File: config.mk
export PLATFORM = sky130hd
export DESIGN_NAME = user_domain
export DESIGN_NICKNAME = d
export VERILOG_FILES = /design/src/user_pkg.sv /design/src/user_sbr_demux.sv /design/src/user_rom.sv /design/src/pixel_fifo.sv /design/src/neopixel_serializer.sv /design/src/neopixel.sv /design/src/user_domain.sv
export SDC_FILE = /design/constraint.sdc
export NUM_CORES = 1
export LEC_CHECK = 0
export BUFFER_PORTS_ARGS = -buffer_cell sky130_fd_sc_hd__buf_2
export CAP_MARGIN = 10
export CORE_AREA = 5 5 158 160
export DETAILED_ROUTE_END_ITERATION = 7
export DIE_AREA = 0 0 163 165
export GPL_TIMING_DRIVEN = 0
export PLACE_DENSITY = 0.84
export SYNTH_ARGS = -nofsm -noshare
export SYNTH_HDL_FRONTEND = slang
export SYNTH_SLANG_ARGS = --single-unit
File: constraint.sdc
create_clock -name clk_i -period 4.1 [get_ports clk_i]
set_clock_uncertainty 0.2 [all_clocks]
set_input_delay 0.41 -clock clk_i [delete_from_list [all_inputs] [get_ports clk_i]]
set_output_delay 0.41 -clock clk_i [all_outputs]
set_load 0.05 [all_outputs]
File: src/user_pkg.sv
//--------------------------------------------------------------------------
// User domain package
// Address map, NeoPixel register offsets, ROM contents and bus widths
//--------------------------------------------------------------------------

`default_nettype none

package user_pkg;

  // Bus widths
  localparam int unsigned AddrWidth = 32;
  localparam int unsigned DataWidth = 32;

  //--------------------------------------------------------------------------
  // Address map
  //--------------------------------------------------------------------------

  // Constant table region
  localparam logic [AddrWidth-1:0] UserRomBase      = 32'h2000_0000;
  localparam logic [AddrWidth-1:0] UserRomSize      = 32'h0000_1000;

  // LED driver region
  localparam logic [AddrWidth-1:0] UserNeopixelBase = 32'h2000_1000;
  localparam logic [AddrWidth-1:0] UserNeopixelSize = 32'h0000_1000;

  // NeoPixel register offsets inside its region
  localparam logic [AddrWidth-1:0] NpCtrlOffset   = 32'h0000_0000;
  localparam logic [AddrWidth-1:0] NpStatusOffset = 32'h0000_0004;
  localparam logic [AddrWidth-1:0] NpDataOffset   = 32'h0000_0008;
  localparam logic [AddrWidth-1:0] NpThreshOffset = 32'h0000_000C;

  //--------------------------------------------------------------------------
  // ROM contents
  //--------------------------------------------------------------------------

  localparam int unsigned RomWords = 8;

  // Index 0 first
  localparam logic [0:RomWords-1][DataWidth-1:0] RomTable = '{
    32'h0000_0001,
    32'h1234_5678,
    32'hDEAD_BEEF,
    32'hCAFE_F00D,
    32'h0F0F_0F0F,
    32'hA5A5_5A5A,
    32'h8000_0000,
    32'hFFFF_FFFF
  };

  // Read data returned for unmapped addresses
  localparam logic [DataWidth-1:0] ErrRspData = 32'hBADCAB1E;

  // Interrupt vector width towards the core
  localparam int unsigned NumExternalIrqs = 4;

  // One GRB pixel, sent MSB first
  localparam int unsigned PixelWidth = 24;

endpackage

`default_nettype wire

File: src/user_sbr_demux.sv
//--------------------------------------------------------------------------
// User subordinate demultiplexer
// Routes requests by address, answers unmapped ones, merges responses
//--------------------------------------------------------------------------

`timescale 1ns/1ps
`default_nettype none

module user_sbr_demux (
  input  logic                           clk_i,
  input  logic                           rst_n_i,
  // Outside subordinate port
  input  logic                           sbr_req_i,
  output logic                           sbr_gnt_o,
  input  logic [user_pkg::AddrWidth-1:0] sbr_addr_i,
  output logic                           sbr_rvalid_o,
  output logic [user_pkg::DataWidth-1:0] sbr_rdata_o,
  output logic                           sbr_err_o,
  // ROM subordinate
  output logic                           rom_req_o,
  input  logic                           rom_gnt_i,
  input  logic                           rom_rvalid_i,
  input  logic [user_pkg::DataWidth-1:0] rom_rdata_i,
  // NeoPixel subordinate
  output logic                           np_req_o,
  input  logic                           np_gnt_i,
  input  logic                           np_rvalid_i,
  input  logic [user_pkg::DataWidth-1:0] np_rdata_i
);

  typedef enum logic [1:0] {
    TgtErr,
    TgtRom,
    TgtNp
  } tgt_e;

  tgt_e                         sel;
  tgt_e                         rsp_tgt_q;
  logic                         transfer;
  logic                         err_pending_q;
  logic [user_pkg::AddrWidth-1:0] rom_off;
  logic [user_pkg::AddrWidth-1:0] np_off;

  //--------------------------------------------------------------------------
  // Address decode
  //--------------------------------------------------------------------------

  // Below-base addresses wrap to large offsets and miss
  assign rom_off = sbr_addr_i - user_pkg::UserRomBase;
  assign np_off  = sbr_addr_i - user_pkg::UserNeopixelBase;

  always_comb begin
    if (rom_off < user_pkg::UserRomSize) begin
      sel = TgtRom;
    end else if (np_off < user_pkg::UserNeopixelSize) begin
      sel = TgtNp;
    end else begin
      sel = TgtErr;
    end
  end

  // Request goes to the selected target only
  assign rom_req_o = sbr_req_i && (sel == TgtRom);
  assign np_req_o  = sbr_req_i && (sel == TgtNp);

  // Error target always grants
  always_comb begin
    case (sel)
      TgtRom:  sbr_gnt_o = rom_gnt_i;
      TgtNp:   sbr_gnt_o = np_gnt_i;
      default: sbr_gnt_o = 1'b1;
    endcase
  end

  assign transfer = sbr_req_i && sbr_gnt_o;

  // Remember who answers next cycle
  always_ff @(posedge clk_i or negedge rst_n_i) begin
    if (!rst_n_i) begin
      rsp_tgt_q     <= TgtErr;
      err_pending_q <= 1'b0;
    end else begin
      err_pending_q <= transfer && (sel == TgtErr);
      if (transfer) begin
        rsp_tgt_q <= sel;
      end
    end
  end

  //--------------------------------------------------------------------------
  // Response merge
  //--------------------------------------------------------------------------

  always_comb begin
    case (rsp_tgt_q)
      TgtRom: begin
        sbr_rvalid_o = rom_rvalid_i;
        sbr_rdata_o  = rom_rdata_i;
      end
      TgtNp: begin
        sbr_rvalid_o = np_rvalid_i;
        sbr_rdata_o  = np_rdata_i;
      end
      default: begin
        sbr_rvalid_o = err_pending_q;
        sbr_rdata_o  = user_pkg::ErrRspData;
      end
    endcase
  end

  // Only the error target flags err
  assign sbr_err_o = err_pending_q;

endmodule

`default_nettype wire

File: src/user_rom.sv
//--------------------------------------------------------------------------
// User ROM subordinate
// Returns words of the constant table, one cycle after each transfer
//--------------------------------------------------------------------------

`timescale 1ns/1ps
`default_nettype none

module user_rom (
  input  logic                           clk_i,
  input  logic                           rst_n_i,
  input  logic                           req_i,
  input  logic [user_pkg::AddrWidth-1:0] addr_i,
  output logic                           gnt_o,
  output logic                           rvalid_o,
  output logic [user_pkg::DataWidth-1:0] rdata_o
);

  localparam int unsigned IdxWidth = $clog2(user_pkg::RomWords);

  logic [IdxWidth-1:0]            word_idx;
  logic                           rvalid_q;
  logic [user_pkg::DataWidth-1:0] rdata_q;

  // Word index from the byte address
  assign word_idx = addr_i[IdxWidth+1:2];

  // Never stalls
  assign gnt_o = 1'b1;

  always_ff @(posedge clk_i or negedge rst_n_i) begin
    if (!rst_n_i) begin
      rvalid_q <= 1'b0;
    end else begin
      rvalid_q <= req_i;
    end
  end

  // Writes fetch the same word and change nothing
  always_ff @(posedge clk_i) begin
    if (req_i) begin
      rdata_q <= user_pkg::RomTable[word_idx];
    end
  end

  assign rvalid_o = rvalid_q;
  assign rdata_o  = rdata_q;

endmodule

`default_nettype wire

File: src/pixel_fifo.sv
//--------------------------------------------------------------------------
// Pixel FIFO
// Synchronous circular buffer with fill level
//--------------------------------------------------------------------------

`timescale 1ns/1ps
`default_nettype none

module pixel_fifo #(
  parameter int unsigned Width = 24,
  parameter int unsigned Depth = 8
) (
  input  logic                       clk_i,
  input  logic                       rst_n_i,
  input  logic                       push_i,
  input  logic [Width-1:0]           wdata_i,
  input  logic                       pop_i,
  output logic [Width-1:0]           rdata_o,
  output logic                       empty_o,
  output logic                       full_o,
  output logic [$clog2(Depth+1)-1:0] level_o
);

  localparam int unsigned PtrWidth = (Depth > 1) ? $clog2(Depth) : 1;
  localparam int unsigned LvlWidth = $clog2(Depth + 1);

  logic [Width-1:0]    mem_q [Depth];
  logic [PtrWidth-1:0] wr_ptr_q;
  logic [PtrWidth-1:0] rd_ptr_q;
  logic [LvlWidth-1:0] level_q;
  logic                do_push;
  logic                do_pop;

  // Drop push on full and pop on empty
  assign do_push = push_i && !full_o;
  assign do_pop  = pop_i && !empty_o;

  always_ff @(posedge clk_i or negedge rst_n_i) begin
    if (!rst_n_i) begin
      wr_ptr_q <= '0;
      rd_ptr_q <= '0;
      level_q  <= '0;
    end else begin
      if (do_push) begin
        wr_ptr_q <= (wr_ptr_q == PtrWidth'(Depth - 1)) ? '0 : wr_ptr_q + 1'b1;
      end
      if (do_pop) begin
        rd_ptr_q <= (rd_ptr_q == PtrWidth'(Depth - 1)) ? '0 : rd_ptr_q + 1'b1;
      end
      // Level holds when both happen
      if (do_push && !do_pop) begin
        level_q <= level_q + 1'b1;
      end else if (do_pop && !do_push) begin
        level_q <= level_q - 1'b1;
      end
    end
  end

  always_ff @(posedge clk_i) begin
    if (do_push) begin
      mem_q[wr_ptr_q] <= wdata_i;
    end
  end

  // Head word visible without a read strobe
  assign rdata_o = mem_q[rd_ptr_q];
  assign empty_o = (level_q == '0);
  assign full_o  = (level_q == LvlWidth'(Depth));
  assign level_o = level_q;

endmodule

`default_nettype wire

File: src/neopixel_serializer.sv
//--------------------------------------------------------------------------
// NeoPixel serializer
// WS2812 bit timing for pixel words, with a low latch gap at the end
//--------------------------------------------------------------------------

`timescale 1ns/1ps
`default_nettype none

module neopixel_serializer #(
  parameter int unsigned PixelWidth  = 24,
  parameter int unsigned BitCycles   = 12,
  parameter int unsigned T0hCycles   = 4,
  parameter int unsigned T1hCycles   = 8,
  parameter int unsigned ResetCycles = 40
) (
  input  logic                  clk_i,
  input  logic                  rst_n_i,
  input  logic                  enable_i,
  input  logic                  empty_i,
  input  logic [PixelWidth-1:0] pixel_i,
  output logic                  pop_o,
  output logic                  busy_o,
  output logic                  data_o
);

  // Cycle counter covers both a bit period and the latch gap
  localparam int unsigned CntMax   = (ResetCycles > BitCycles) ? ResetCycles : BitCycles;
  localparam int unsigned CntWidth = $clog2(CntMax);
  localparam int unsigned BitWidth = $clog2(PixelWidth);

  typedef enum logic [1:0] {
    Idle,
    Send,
    Latch
  } state_e;

  state_e                state_q;
  logic [CntWidth-1:0]   cyc_q;
  logic [BitWidth-1:0]   bit_q;
  logic [PixelWidth-1:0] shift_q;
  logic                  data_q;
  logic                  last_cyc;
  logic                  last_bit;
  logic                  load;
  logic                  high;

  assign last_cyc = (cyc_q == CntWidth'(BitCycles - 1));
  assign last_bit = (bit_q == BitWidth'(PixelWidth - 1));

  // Take a new pixel from idle or straight after the last bit
  assign load = enable_i && !empty_i &&
                ((state_q == Idle) || ((state_q == Send) && last_cyc && last_bit));

  // High phase length follows the current MSB
  assign high = (state_q == Send) &&
                (cyc_q < (shift_q[PixelWidth-1] ? CntWidth'(T1hCycles)
                                                : CntWidth'(T0hCycles)));

  always_ff @(posedge clk_i or negedge rst_n_i) begin
    if (!rst_n_i) begin
      state_q <= Idle;
      cyc_q   <= '0;
      bit_q   <= '0;
      data_q  <= 1'b0;
    end else begin
      data_q <= high;
      case (state_q)
        Idle: begin
          if (load) begin
            state_q <= Send;
            cyc_q   <= '0;
            bit_q   <= '0;
          end
        end
        Send: begin
          if (last_cyc) begin
            cyc_q <= '0;
            if (last_bit) begin
              bit_q <= '0;
              // No next pixel so start the latch gap
              if (!load) begin
                state_q <= Latch;
              end
            end else begin
              bit_q <= bit_q + 1'b1;
            end
          end else begin
            cyc_q <= cyc_q + 1'b1;
          end
        end
        Latch: begin
          if (cyc_q == CntWidth'(ResetCycles - 1)) begin
            state_q <= Idle;
            cyc_q   <= '0;
          end else begin
            cyc_q <= cyc_q + 1'b1;
          end
        end
        default: begin
          state_q <= Idle;
        end
      endcase
    end
  end

  // Pixel shifter, MSB goes out first
  always_ff @(posedge clk_i) begin
    if (load) begin
      shift_q <= pixel_i;
    end else if ((state_q == Send) && last_cyc) begin
      shift_q <= shift_q << 1;
    end
  end

  assign pop_o  = load;
  assign busy_o = (state_q != Idle);
  assign data_o = data_q;

endmodule

`default_nettype wire

File: src/neopixel.sv
//--------------------------------------------------------------------------
// NeoPixel subordinate
// Register file and pixel FIFO in front of the WS2812 serializer
//--------------------------------------------------------------------------

`timescale 1ns/1ps
`default_nettype none

module neopixel #(
  parameter int unsigned FifoDepth   = 8,
  parameter int unsigned BitCycles   = 12,
  parameter int unsigned T0hCycles   = 4,
  parameter int unsigned T1hCycles   = 8,
  parameter int unsigned ResetCycles = 40
) (
  input  logic                           clk_i,
  input  logic                           rst_n_i,
  input  logic                           req_i,
  input  logic                           we_i,
  input  logic [user_pkg::AddrWidth-1:0] addr_i,
  input  logic [user_pkg::DataWidth-1:0] wdata_i,
  output logic                           gnt_o,
  output logic                           rvalid_o,
  output logic [user_pkg::DataWidth-1:0] rdata_o,
  output logic                           irq_o,
  output logic                           data_o
);

  localparam int unsigned LvlWidth = $clog2(FifoDepth + 1);

  logic [user_pkg::AddrWidth-1:0]  reg_off;
  logic                            is_data;
  logic                            transfer;
  logic                            reg_write;
  logic                            push;
  logic                            pop;
  logic [user_pkg::PixelWidth-1:0] fifo_head;
  logic                            fifo_empty;
  logic                            fifo_full;
  logic [LvlWidth-1:0]             fifo_level;
  logic                            busy;
  logic                            enable_q;
  logic [7:0]                      thresh_q;
  logic                            irq_q;
  logic                            rvalid_q;
  logic [user_pkg::DataWidth-1:0]  rdata_q;
  logic [user_pkg::DataWidth-1:0]  rdata_d;

  //--------------------------------------------------------------------------
  // Bus side
  //--------------------------------------------------------------------------

  // Offset within the 4 KiB region
  assign reg_off = addr_i & (user_pkg::UserNeopixelSize - 1);
  assign is_data = (reg_off == user_pkg::NpDataOffset);

  // Stall a pixel write until the FIFO has room
  assign gnt_o     = !(we_i && is_data && fifo_full);
  assign transfer  = req_i && gnt_o;
  assign reg_write = transfer && we_i;
  assign push      = reg_write && is_data;

  // Control registers
  always_ff @(posedge clk_i or negedge rst_n_i) begin
    if (!rst_n_i) begin
      enable_q <= 1'b0;
      thresh_q <= '0;
    end else if (reg_write) begin
      if (reg_off == user_pkg::NpCtrlOffset) begin
        enable_q <= wdata_i[0];
      end
      if (reg_off == user_pkg::NpThreshOffset) begin
        thresh_q <= wdata_i[7:0];
      end
    end
  end

  // Read mux, DATA and unknown offsets read as zero
  always_comb begin
    rdata_d = '0;
    case (reg_off)
      user_pkg::NpCtrlOffset: begin
        rdata_d[0] = enable_q;
      end
      user_pkg::NpStatusOffset: begin
        rdata_d[7:0] = 8'(fifo_level);
        rdata_d[8]   = fifo_empty;
        rdata_d[9]   = fifo_full;
        rdata_d[10]  = busy;
      end
      user_pkg::NpThreshOffset: begin
        rdata_d[7:0] = thresh_q;
      end
      default: begin
        rdata_d = '0;
      end
    endcase
  end

  always_ff @(posedge clk_i or negedge rst_n_i) begin
    if (!rst_n_i) begin
      rvalid_q <= 1'b0;
      irq_q    <= 1'b0;
    end else begin
      rvalid_q <= transfer;
      // Low-level interrupt, only while running
      irq_q    <= enable_q && (8'(fifo_level) <= thresh_q);
    end
  end

  always_ff @(posedge clk_i) begin
    if (transfer) begin
      rdata_q <= rdata_d;
    end
  end

  assign rvalid_o = rvalid_q;
  assign rdata_o  = rdata_q;
  assign irq_o    = irq_q;

  //--------------------------------------------------------------------------
  // Pixel path
  //--------------------------------------------------------------------------

  pixel_fifo #(
    .Width ( user_pkg::PixelWidth ),
    .Depth ( FifoDepth            )
  ) i_pixel_fifo (
    .clk_i,
    .rst_n_i,
    .push_i  ( push                              ),
    .wdata_i ( wdata_i[user_pkg::PixelWidth-1:0] ),
    .pop_i   ( pop                               ),
    .rdata_o ( fifo_head                         ),
    .empty_o ( fifo_empty                        ),
    .full_o  ( fifo_full                         ),
    .level_o ( fifo_level                        )
  );

  neopixel_serializer #(
    .PixelWidth  ( user_pkg::PixelWidth ),
    .BitCycles   ( BitCycles            ),
    .T0hCycles   ( T0hCycles            ),
    .T1hCycles   ( T1hCycles            ),
    .ResetCycles ( ResetCycles          )
  ) i_serializer (
    .clk_i,
    .rst_n_i,
    .enable_i ( enable_q   ),
    .empty_i  ( fifo_empty ),
    .pixel_i  ( fifo_head  ),
    .pop_o    ( pop        ),
    .busy_o   ( busy       ),
    .data_o   ( data_o     )
  );

endmodule

`default_nettype wire

File: src/user_domain.sv
//--------------------------------------------------------------------------
// User domain top
// Address demux with ROM and NeoPixel subordinates behind one bus port
//--------------------------------------------------------------------------

`timescale 1ns/1ps
`default_nettype none

module user_domain #(
  parameter int unsigned FifoDepth   = 8,
  parameter int unsigned BitCycles   = 12,
  parameter int unsigned T0hCycles   = 4,
  parameter int unsigned T1hCycles   = 8,
  parameter int unsigned ResetCycles = 40
) (
  input  logic                                 clk_i,
  input  logic                                 rst_n_i,
  // Subordinate bus port
  input  logic                                 sbr_req_i,
  input  logic                                 sbr_we_i,
  input  logic [user_pkg::AddrWidth-1:0]       sbr_addr_i,
  input  logic [user_pkg::DataWidth-1:0]       sbr_wdata_i,
  output logic                                 sbr_gnt_o,
  output logic                                 sbr_rvalid_o,
  output logic                                 sbr_err_o,
  output logic [user_pkg::DataWidth-1:0]       sbr_rdata_o,
  // Interrupts to the core
  output logic [user_pkg::NumExternalIrqs-1:0] interrupts_o,
  // LED strip line
  output logic                                 neopixel_data_o
);

  logic                           rom_req;
  logic                           rom_gnt;
  logic                           rom_rvalid;
  logic [user_pkg::DataWidth-1:0] rom_rdata;
  logic                           np_req;
  logic                           np_gnt;
  logic                           np_rvalid;
  logic [user_pkg::DataWidth-1:0] np_rdata;
  logic                           np_irq;

  //--------------------------------------------------------------------------
  // Decode and response merge
  //--------------------------------------------------------------------------

  user_sbr_demux i_sbr_demux (
    .clk_i,
    .rst_n_i,
    .sbr_req_i,
    .sbr_gnt_o,
    .sbr_addr_i,
    .sbr_rvalid_o,
    .sbr_rdata_o,
    .sbr_err_o,
    .rom_req_o    ( rom_req    ),
    .rom_gnt_i    ( rom_gnt    ),
    .rom_rvalid_i ( rom_rvalid ),
    .rom_rdata_i  ( rom_rdata  ),
    .np_req_o     ( np_req     ),
    .np_gnt_i     ( np_gnt     ),
    .np_rvalid_i  ( np_rvalid  ),
    .np_rdata_i   ( np_rdata   )
  );

  //--------------------------------------------------------------------------
  // Subordinates
  //--------------------------------------------------------------------------

  // Address fans out to both
  user_rom i_rom (
    .clk_i,
    .rst_n_i,
    .req_i    ( rom_req    ),
    .addr_i   ( sbr_addr_i ),
    .gnt_o    ( rom_gnt    ),
    .rvalid_o ( rom_rvalid ),
    .rdata_o  ( rom_rdata  )
  );

  neopixel #(
    .FifoDepth   ( FifoDepth   ),
    .BitCycles   ( BitCycles   ),
    .T0hCycles   ( T0hCycles   ),
    .T1hCycles   ( T1hCycles   ),
    .ResetCycles ( ResetCycles )
  ) i_neopixel (
    .clk_i,
    .rst_n_i,
    .req_i    ( np_req          ),
    .we_i     ( sbr_we_i        ),
    .addr_i   ( sbr_addr_i      ),
    .wdata_i  ( sbr_wdata_i     ),
    .gnt_o    ( np_gnt          ),
    .rvalid_o ( np_rvalid       ),
    .rdata_o  ( np_rdata        ),
    .irq_o    ( np_irq          ),
    .data_o   ( neopixel_data_o )
  );

  // FIFO level interrupt on bit 0, rest unused
  assign interrupts_o = {{(user_pkg::NumExternalIrqs - 1){1'b0}}, np_irq};

endmodule

`default_nettype wire

==> out/metrics.cfg, run 1 <==
[synthesis]
avgSynthCellArea_um2=15.9
synth_top_area_share_pct=60.1
synth_ff_type=edfxtp_1
yosysWarnings=0
synth-edff-count=249
synthArstFlopShare_pct=13.5
netlist_instances=783
ys_top_cells_by_area=edfxtp_1 (60%), mux4_2 (8.7%), dfrtp_1 (7.8%)
yosys.cell_types.count=63
synth_top_area_cell=edfxtp_1
synth-seq-area-share_pct=67.9
synth_area_um2=12500
ys_ff_latch=288

[worst_setup_path]
worstPathRequired_ps=4310
critPathSlowestCell=or4b_2
r2r_cells=15
critPathKind=flop to flop
crit_chain=clkbuf_1 > or4b_2 > nand3_1 > a2111oi_4 > nand4_2 > buf_6 > inv_1 > ha_1 > inv_1 > ha_1 > a21o_1 > a21oi_1 > xnor2_1 > nor2_1 > xor2_1
critical_path.top_delay_family=simple AND/OR/NAND/NOR gates
critPathBufInv=4
cp-start-kind=flop
crit_cells=15
crit_end=i_neopixel.i_pixel_fifo.level_o[3]$_DFFE_PN0P_
critPathCaptureType=flop
rrSetupSlack_ps=420
crit_fanout=10
cp_data_arrival_time_ps=3890
startpoint=i_neopixel.i_pixel_fifo.level_o[0]$_DFFE_PN0P_
r2r_end=i_neopixel.i_pixel_fifo.level_o[3]$_DFFE_PN0P_
slowest_delay_ps=780
timing.rr.start=i_neopixel.i_pixel_fifo.level_o[0]$_DFFE_PN0P_

[timing]
setup_viol=0
setup_tns_ps=0
rsz0062_at_grt=false
tightest_slew_ps=1150
min_period_ps=3680
drv_slew=0
fmax_ghz=0.272
final_hold_viol_count=0
relSlewSlack_pct=23.3
post-route-period-util_pct=89.8

[power]
p_seq_share_pct=51.4
p_clk_share_pct=46.1
p_leak_nw=5.22
total_power_w=0.00618
ir_worst_vdd_uv=374
p_int_w=0.00497
switching_share_pct=19.7
power_frac_comb_pct=2.5
cellPowerDensity_nw_per_um2=415
power_switching_w=0.00122

[outcome]
status=complete, no violations

[worst_hold_path]
hold_depth=1
hp-class=input pin to flop

[clock_network]
numCtsBuffers=28
postCtsSetupBuffers=0
cts_root_buf=clkbuf_16
cts_htree_levels=1
clock_latency_ps=550
cts_tree=yes
cts.path.max_buffers=3
cts.sinks=288
cts.clk_slew.worst_paths_ps=60

[route]
avgRoutedWirePerCell_um=22.0
dr_wl_met3_um=2290
drc=0
met2_length_um=14900
detailedRoute.firstIterationViolations=865
maxUsedRoutingLayer=met5
via_count=7691
dr.pass1.iters=5
avgViaCountPerCell=5.92
drt_wl_total_um=28600
drt-met1-wl_um=10700
ant_nets=0

[cells_and_area]
fin_area_um2=14900
most-common-layout-cells=edfxtp_1 (249), buf_2 (98), nor2_1 (55)
layout_commonest_cell=edfxtp_1
final_nets=1055
final_core_util_pct=64.1
drive_above_1_share_pct=26.5
area_growth_pct=19.8

[global_route]
grt_max_degree=40
grt_pass1_wl_um=44200
grt_pass1_vias=7908
grt_usage_pct=21.3
antenna_found_initial=2
grt_overflow=0

[die]
die-area_um2=26900
coreArea_um2=23300
initial_core_util_pct=53.5
die_x_um=163
rows=56
die_y_um=165
ioPinCount=108

[place]
io_buffer_count=96
gp_congestion=0.855
placed_cell_area_um2=13600
dp_hpwl_um=18500

[run]
cap_violations=0

## cells in the mapped netlist, drive strengths merged (6+ instances only)
library cell  number
nor2              56
mux4              48
nor3              10
clkbuf            27
nor4               9
ha                29
a21oi             46
xnor2             10
nand2             31
edfxtp           249
nand4              7
and2               9
inv               34
a22oi              9
o21ai             17
mux2i             26
and3               7
a221o              6
dfrtp             39
mux2              16
nand3              7
buf               18
nand2b             7
nor2b              8
## cell type report
class / instances / area (um^2)
buffer: 45 / 208
timing repair buffer: 142 / 953
sequential: 288 / 8450
tap: 319 / 399
clock inverter: 19 / 313
clock buffer: 33 / 729
multi-input combinational: 417 / 3720
fill: 1562 / 8340
antenna: 1 / 2.50
inverter: 35 / 135
## worst min path at each step
stage	start	endpoint	slack, ps
6_report	sbr_wdata_i[0]	i_neopixel.i_pixel_fifo.mem_q[4][0]$_DFFE_PP_	40
2_1_floorplan	rst_n_i	i_neopixel.enable_q$_DFFE_PN0P_	-90
3_5_place_dp	i_neopixel.i_serializer.bit_q[1]$_DFFE_PN0P_	i_neopixel.i_serializer.bit_q[1]$_DFFE_PN0P_	300
5_1_grt	sbr_wdata_i[0]	i_neopixel.i_pixel_fifo.mem_q[6][0]$_DFFE_PP_	10
4_1_cts	sbr_wdata_i[0]	i_neopixel.i_pixel_fifo.mem_q[6][0]$_DFFE_PP_	10
3_3_place_gp	i_neopixel.i_serializer.bit_q[1]$_DFFE_PN0P_	i_neopixel.i_serializer.bit_q[1]$_DFFE_PN0P_	300
## cells by family (layout without fill, tap and decap cells)
logic type | after synthesis | count (layout) | synth area share [%]
other cells | 1 | 4 | 0.0301
mux | 90 | 90 | 12.3
simple gates | 176 | 176 | 7.65
buf+inv | 80 | 274 | 2.72
flops | 288 | 288 | 67.9
fa+ha+maj | 30 | 30 | 3.08
compound gates | 106 | 106 | 5.54
xor+xnor | 12 | 12 | 0.844
## metal layers
metal / up-vias / global-route usage, %
li1: 3381 / -
met1: 3859 / 27.9
met2: 392 / 37.2
met3: 57 / 3.57
met4: 2 / 6.10
met5: - / 0
## per-stage QoR
| step | instances | hold slack (ps) | setup slack [ps] |
|---|---|---|---|
| CTS | 1297 | 11.5 | 18.8 |
| global route | 1299 | 13.6 | 157 |
| detailed placement | 1220 | 304 | -47.6 |
| finish | 1299 | 37.2 | 417 |
| global placement | 1200 | 296 | -3390 |
| floorplan | 785 | -85.6 | -981 |
## sequential cells by signal, indices dropped and copies added, names as in the netlist
register and count:
i_neopixel.irq_o 1, i_neopixel.i_pixel_fifo.level_o 4, i_neopixel.i_serializer.state_q 2, i_neopixel.i_serializer.data_o 1, i_sbr_demux.rsp_tgt_q 2, i_neopixel.i_serializer.cyc_q 6
i_sbr_demux.sbr_err_o 1, i_rom.rdata_o 22, i_neopixel.i_serializer.bit_q 5, i_neopixel.i_pixel_fifo.wr_ptr_q 3, i_neopixel.enable_q 1, i_neopixel.i_pixel_fifo.rd_ptr_q 3
i_neopixel.rvalid_o 1, i_rom.rvalid_o 1, i_neopixel.thresh_q 8, i_neopixel.rdata_o 11, i_neopixel.i_serializer.shift_q 24, i_neopixel.i_pixel_fifo.mem_q 192
## worst reg2reg max path, stage by stage (launching register included)
cell and delay (ps):
dfrtp_1 400, clkbuf_1 200, or4b_2 780, nand3_1 190, a2111oi_4 70, nand4_2 140
buf_6 190, inv_1 60, ha_1 220, inv_1 130, ha_1 260, a21o_1 180
a21oi_1 170, xnor2_1 150, nor2_1 80, xor2_1 150
## repair_timing
| action | 4_1_cts | 5_1_grt |
|---|---|---|
| resized for setup | 1 | 2 |
| cloned | 0 | 0 |
| hold buffers | 25 | 0 |
| endpoints found under the hold margin | 222 | 0 |
| endpoints found under the setup margin | 1 | 1 |
| pin swaps | 0 | 0 |
## power by group through the flow
| stage | Combinational [W] | Sequential (W) | Clock (W) |
|---|---|---|---|
| CTS | 0.000154 | 0.00318 | 0.00287 |
| floorplan | 0.0000511 | 0.00324 | 0 |
| global route | 0.000171 | 0.00318 | 0.00302 |
| detailed placement | 0.000132 | 0.00324 | 0 |
| global placement | 0.000126 | 0.00324 | 0 |
| finish | 0.000155 | 0.00318 | 0.00285 |
Note: power is estimated with default switching activity, not from simulation.
==> run 2, diff against run 1 <==
--- a/config.mk
+++ b/config.mk
@@ -5,7 +5,7 @@
 export SDC_FILE = /design/constraint.sdc
 export NUM_CORES = 1
 export LEC_CHECK = 0
-export BUFFER_PORTS_ARGS = -buffer_cell sky130_fd_sc_hd__buf_2
+export BUFFER_PORTS_ARGS = -buffer_cell sky130_fd_sc_hd__buf_4
 export CAP_MARGIN = 10
 export CORE_AREA = 5 5 158 160
 export DETAILED_ROUTE_END_ITERATION = 7
==> run 2 against run 1 <==
Effect of this change:
- combinational power rose by 13%
- sequential cell count is the same
- first-iteration DRC count is 0.12% higher
- hold slack gained 14 ps
- non-clock buffer count is the same
- wire length increased by 5.9%
- sequential power about the same
- global-route usage increased by 1.2 points
- worst setup slack lost 29 ps
- largest cell class unchanged
- highest routed layer is now met4
==> out/metrics.cfg, run 2 (synthesis results as in run 1) <==
[timing]
setup_tns_ps=0  ; unchanged
rsz0062_at_grt=false  ; unchanged
drv_slew=0  ; unchanged
setup_viol=0  ; unchanged
final_hold_viol_count=0  ; unchanged
min_period_ps=3710  ; was 3680 ps
post-route-period-util_pct=90.5  ; was 89.8%
fmax_ghz=0.269  ; was 0.272 GHz
tightest_slew_ps=1170  ; was 1150 ps
relSlewSlack_pct=21.8  ; was 23.3%

[place]
io_buffer_count=96  ; unchanged
placed_cell_area_um2=13800  ; was 13600 um^2
dp_hpwl_um=18500  ; about the same
gp_congestion=0.856  ; was 0.855

[die]
initial_core_util_pct=53.5  ; unchanged
rows=56  ; unchanged
coreArea_um2=23300  ; unchanged
ioPinCount=108  ; unchanged
die_x_um=163  ; unchanged
die_y_um=165  ; unchanged
die-area_um2=26900  ; unchanged

[global_route]
grt_use_met2_pct=39.3  ; was 37.2%
grt_util_met1_pct=29.1  ; was 27.9%
grt_pass1_wl_um=46200  ; was 44200 um
grt_max_degree=40  ; unchanged
grt_pass1_vias=8149  ; was 7908
grt_overflow=0  ; unchanged
busiest_layer=met2  ; unchanged
grt_usage_pct=22.5  ; was 21.3%
groute.layer.met3.usage_pct=3.12  ; was 3.57%
antenna_found_initial=0  ; was 2

[worst_setup_path]
startpoint=sbr_addr_i[2]  ; was i_neopixel.i_pixel_fifo.level_o[0]$_DFFE_PN0P_
timing.rr.start=i_neopixel.i_pixel_fifo.level_o[0]$_DFFE_PN0P_  ; unchanged
critPathCaptureType=flop  ; unchanged
critPathKind=input pin to flop  ; was flop to flop
r2r_cells=10  ; was 15
critPathSlowestCell=nor4_2  ; was or4b_2
cp-start-kind=input pin  ; was flop
slowest_delay_ps=650  ; was 780 ps
rrSetupSlack_ps=400  ; was 420 ps
cp_data_arrival_time_ps=3770  ; was 3890 ps
crit_fanout=10  ; unchanged
crit_chain=dlygate4sd3_1 > buf_4 > inv_1 > ha_1 > nand3_1 > a2111oi_4 > nand4_2 > buf_6 > nor4_2 > buf_4 > buf_4 > buf_6  ; was clkbuf_1 > or4b_2 > nand3_1 > a2111oi_4 > nand4_2 > buf_6 > inv_1 > ha_1 > inv_1 > ha_1 > a21o_1 > a21oi_1 > xnor2_1 > nor2_1 > xor2_1
path_common_cell=buf_4
r2r_end=i_neopixel.i_pixel_fifo.mem_q[0][17]$_DFFE_PP_  ; was i_neopixel.i_pixel_fifo.level_o[3]$_DFFE_PN0P_
worstPathRequired_ps=4160  ; was 4310 ps

[route]
avgViaCountPerCell=6.08  ; was 5.92
drc=0  ; unchanged
via_count=7890  ; was 7691
detailedRoute.firstIterationViolations=866  ; was 865
ant_nets=0  ; unchanged
drt_wl_total_um=30300  ; was 28600 um
avgRoutedWirePerCell_um=23.3  ; was 22.0 um
dr.pass1.iters=7  ; was 5

[clock_network]
cts.clk_slew.worst_paths_ps=60  ; about the same
cts.path.max_buffers=3  ; unchanged
cts_root_buf=clkbuf_16  ; unchanged
cts_htree_levels=1  ; unchanged
numCtsBuffers=29  ; was 28
cts_tree=yes  ; unchanged
clock_latency_ps=560  ; was 550 ps
cts.sinks=288  ; unchanged

[cells_and_area]
fin_area_um2=15100  ; was 14900 um^2
area_growth_pct=21.7  ; was 19.8%
most-common-layout-cells=edfxtp_1 (249), buf_4 (109), nor2_1 (55)  ; was edfxtp_1 (249), buf_2 (98), nor2_1 (55)
final_core_util_pct=65.1  ; was 64.1%
drive_above_1_share_pct=26.3  ; was 26.5%
layout_commonest_cell=edfxtp_1  ; unchanged
fill_cells=1506  ; was 1562
final_nets=1056  ; was 1055
antenna_cells=0  ; was 1
top_register=i_neopixel.i_pixel_fifo.mem_q  ; unchanged
largest_reg_flops=192  ; unchanged

[power]
total_power_w=0.00618  ; about the same
p_leak_nw=5.31  ; was 5.22 nW
cellPowerDensity_nw_per_um2=408  ; was 415 nW/um^2
ir_worst_vdd_uv=364  ; was 374 uV

[worst_hold_path]
hp-start=sbr_addr_i[3]  ; was sbr_wdata_i[0]
hp-class=input pin to flop  ; unchanged
whs_endpoint=i_rom.rdata_o[30]$_DFFE_PP_  ; was i_neopixel.i_pixel_fifo.mem_q[4][0]$_DFFE_PP_
hold_depth=3  ; was 1

[outcome]
status=complete, no violations  ; unchanged

[run]
cap_violations=0  ; unchanged

==> run 2: changes by cell type in the layout (fill, tap and decap cells not counted), moves of 2 or more <==
cell / previous run / this run
clkinv_4: 3 / 0
buf_4: 14 / 109
buf_2: 98 / 1
bufinv_16: 7 / 5
clkbuf_16: 28 / 30
==> run 2: worst max-delay path, delay by kind of cell <==
family / cells / cell delay, ps
adders and majority gates: 1 / 260
buffers and inverters: 7 / 1760
AOI/OAI and AO/OA: 1 / 350
and+or+nand+nor: 3 / 990
==> run 2: what timing repair did <==
item                                    CTS  global route
setup buffers                             0             0
endpoints found under the setup margin    1             1
gates cloned                              0             0
pin swaps                                 0             0
hold buffers                             26             0
endpoints found under the hold margin   240             0
gates resized for setup                   1             3
==> run 2: through the flow <==
step | cells | setup slack, ps | hold WS [ps]
final | 1298 | 388 | 51.5
after global routing | 1298 | 212 | 70.0
after CTS | 1298 | 74.9 | 25.6
after detailed placement | 1220 | -203 | 229
after global placement | 1200 | -3360 | 229
after floorplan | 785 | -981 | -85.6
==> run 2: final cells by class <==
type,instances,area (um^2),share of cell area (%)
well taps,319,399,2.64
multi-input cells,417,3730,24.6
clock inverters,15,220,1.45
inverters,35,135,0.892
flip-flops and latches,288,8450,55.8
clock buffers,37,797,5.26
plain buffers,45,208,1.37
repair buffers,142,1200,7.94
==> run 2: where the power goes <==
part / internal [W] / switching [W] / total [W]
Sequential: 0.00318 / 0.000000699 / 0.00318
Clock: 0.00170 / 0.00113 / 0.00283
Combinational: 0.0000762 / 0.0000992 / 0.000175
==> run 2: per-layer routing <==
layer,part of all wire (%),up-vias
met3,8.1,98
li1,-,3378
met2,52,457
met1,36,3957
met4,3.8,0
met5,0,-
==> run 2: how the worst max path moves through the flow <==
stage | to | slack (ps) | cells past startpoint
2_1_floorplan | i_neopixel.i_pixel_fifo.mem_q[1][0]$_DFFE_PP_ | -980 | 7
3_3_place_gp | i_neopixel.i_pixel_fifo.mem_q[1][10]$_DFFE_PP_ | -3360 | 8
3_5_place_dp | i_neopixel.i_pixel_fifo.mem_q[0][11]$_DFFE_PP_ | -200 | 11
4_1_cts | i_neopixel.i_pixel_fifo.level_o[3]$_DFFE_PN0P_ | 70 | 12
5_1_grt | i_neopixel.i_pixel_fifo.level_o[3]$_DFFE_PN0P_ | 210 | 13
6_report | i_neopixel.i_pixel_fifo.mem_q[0][17]$_DFFE_PP_ | 390 | 12
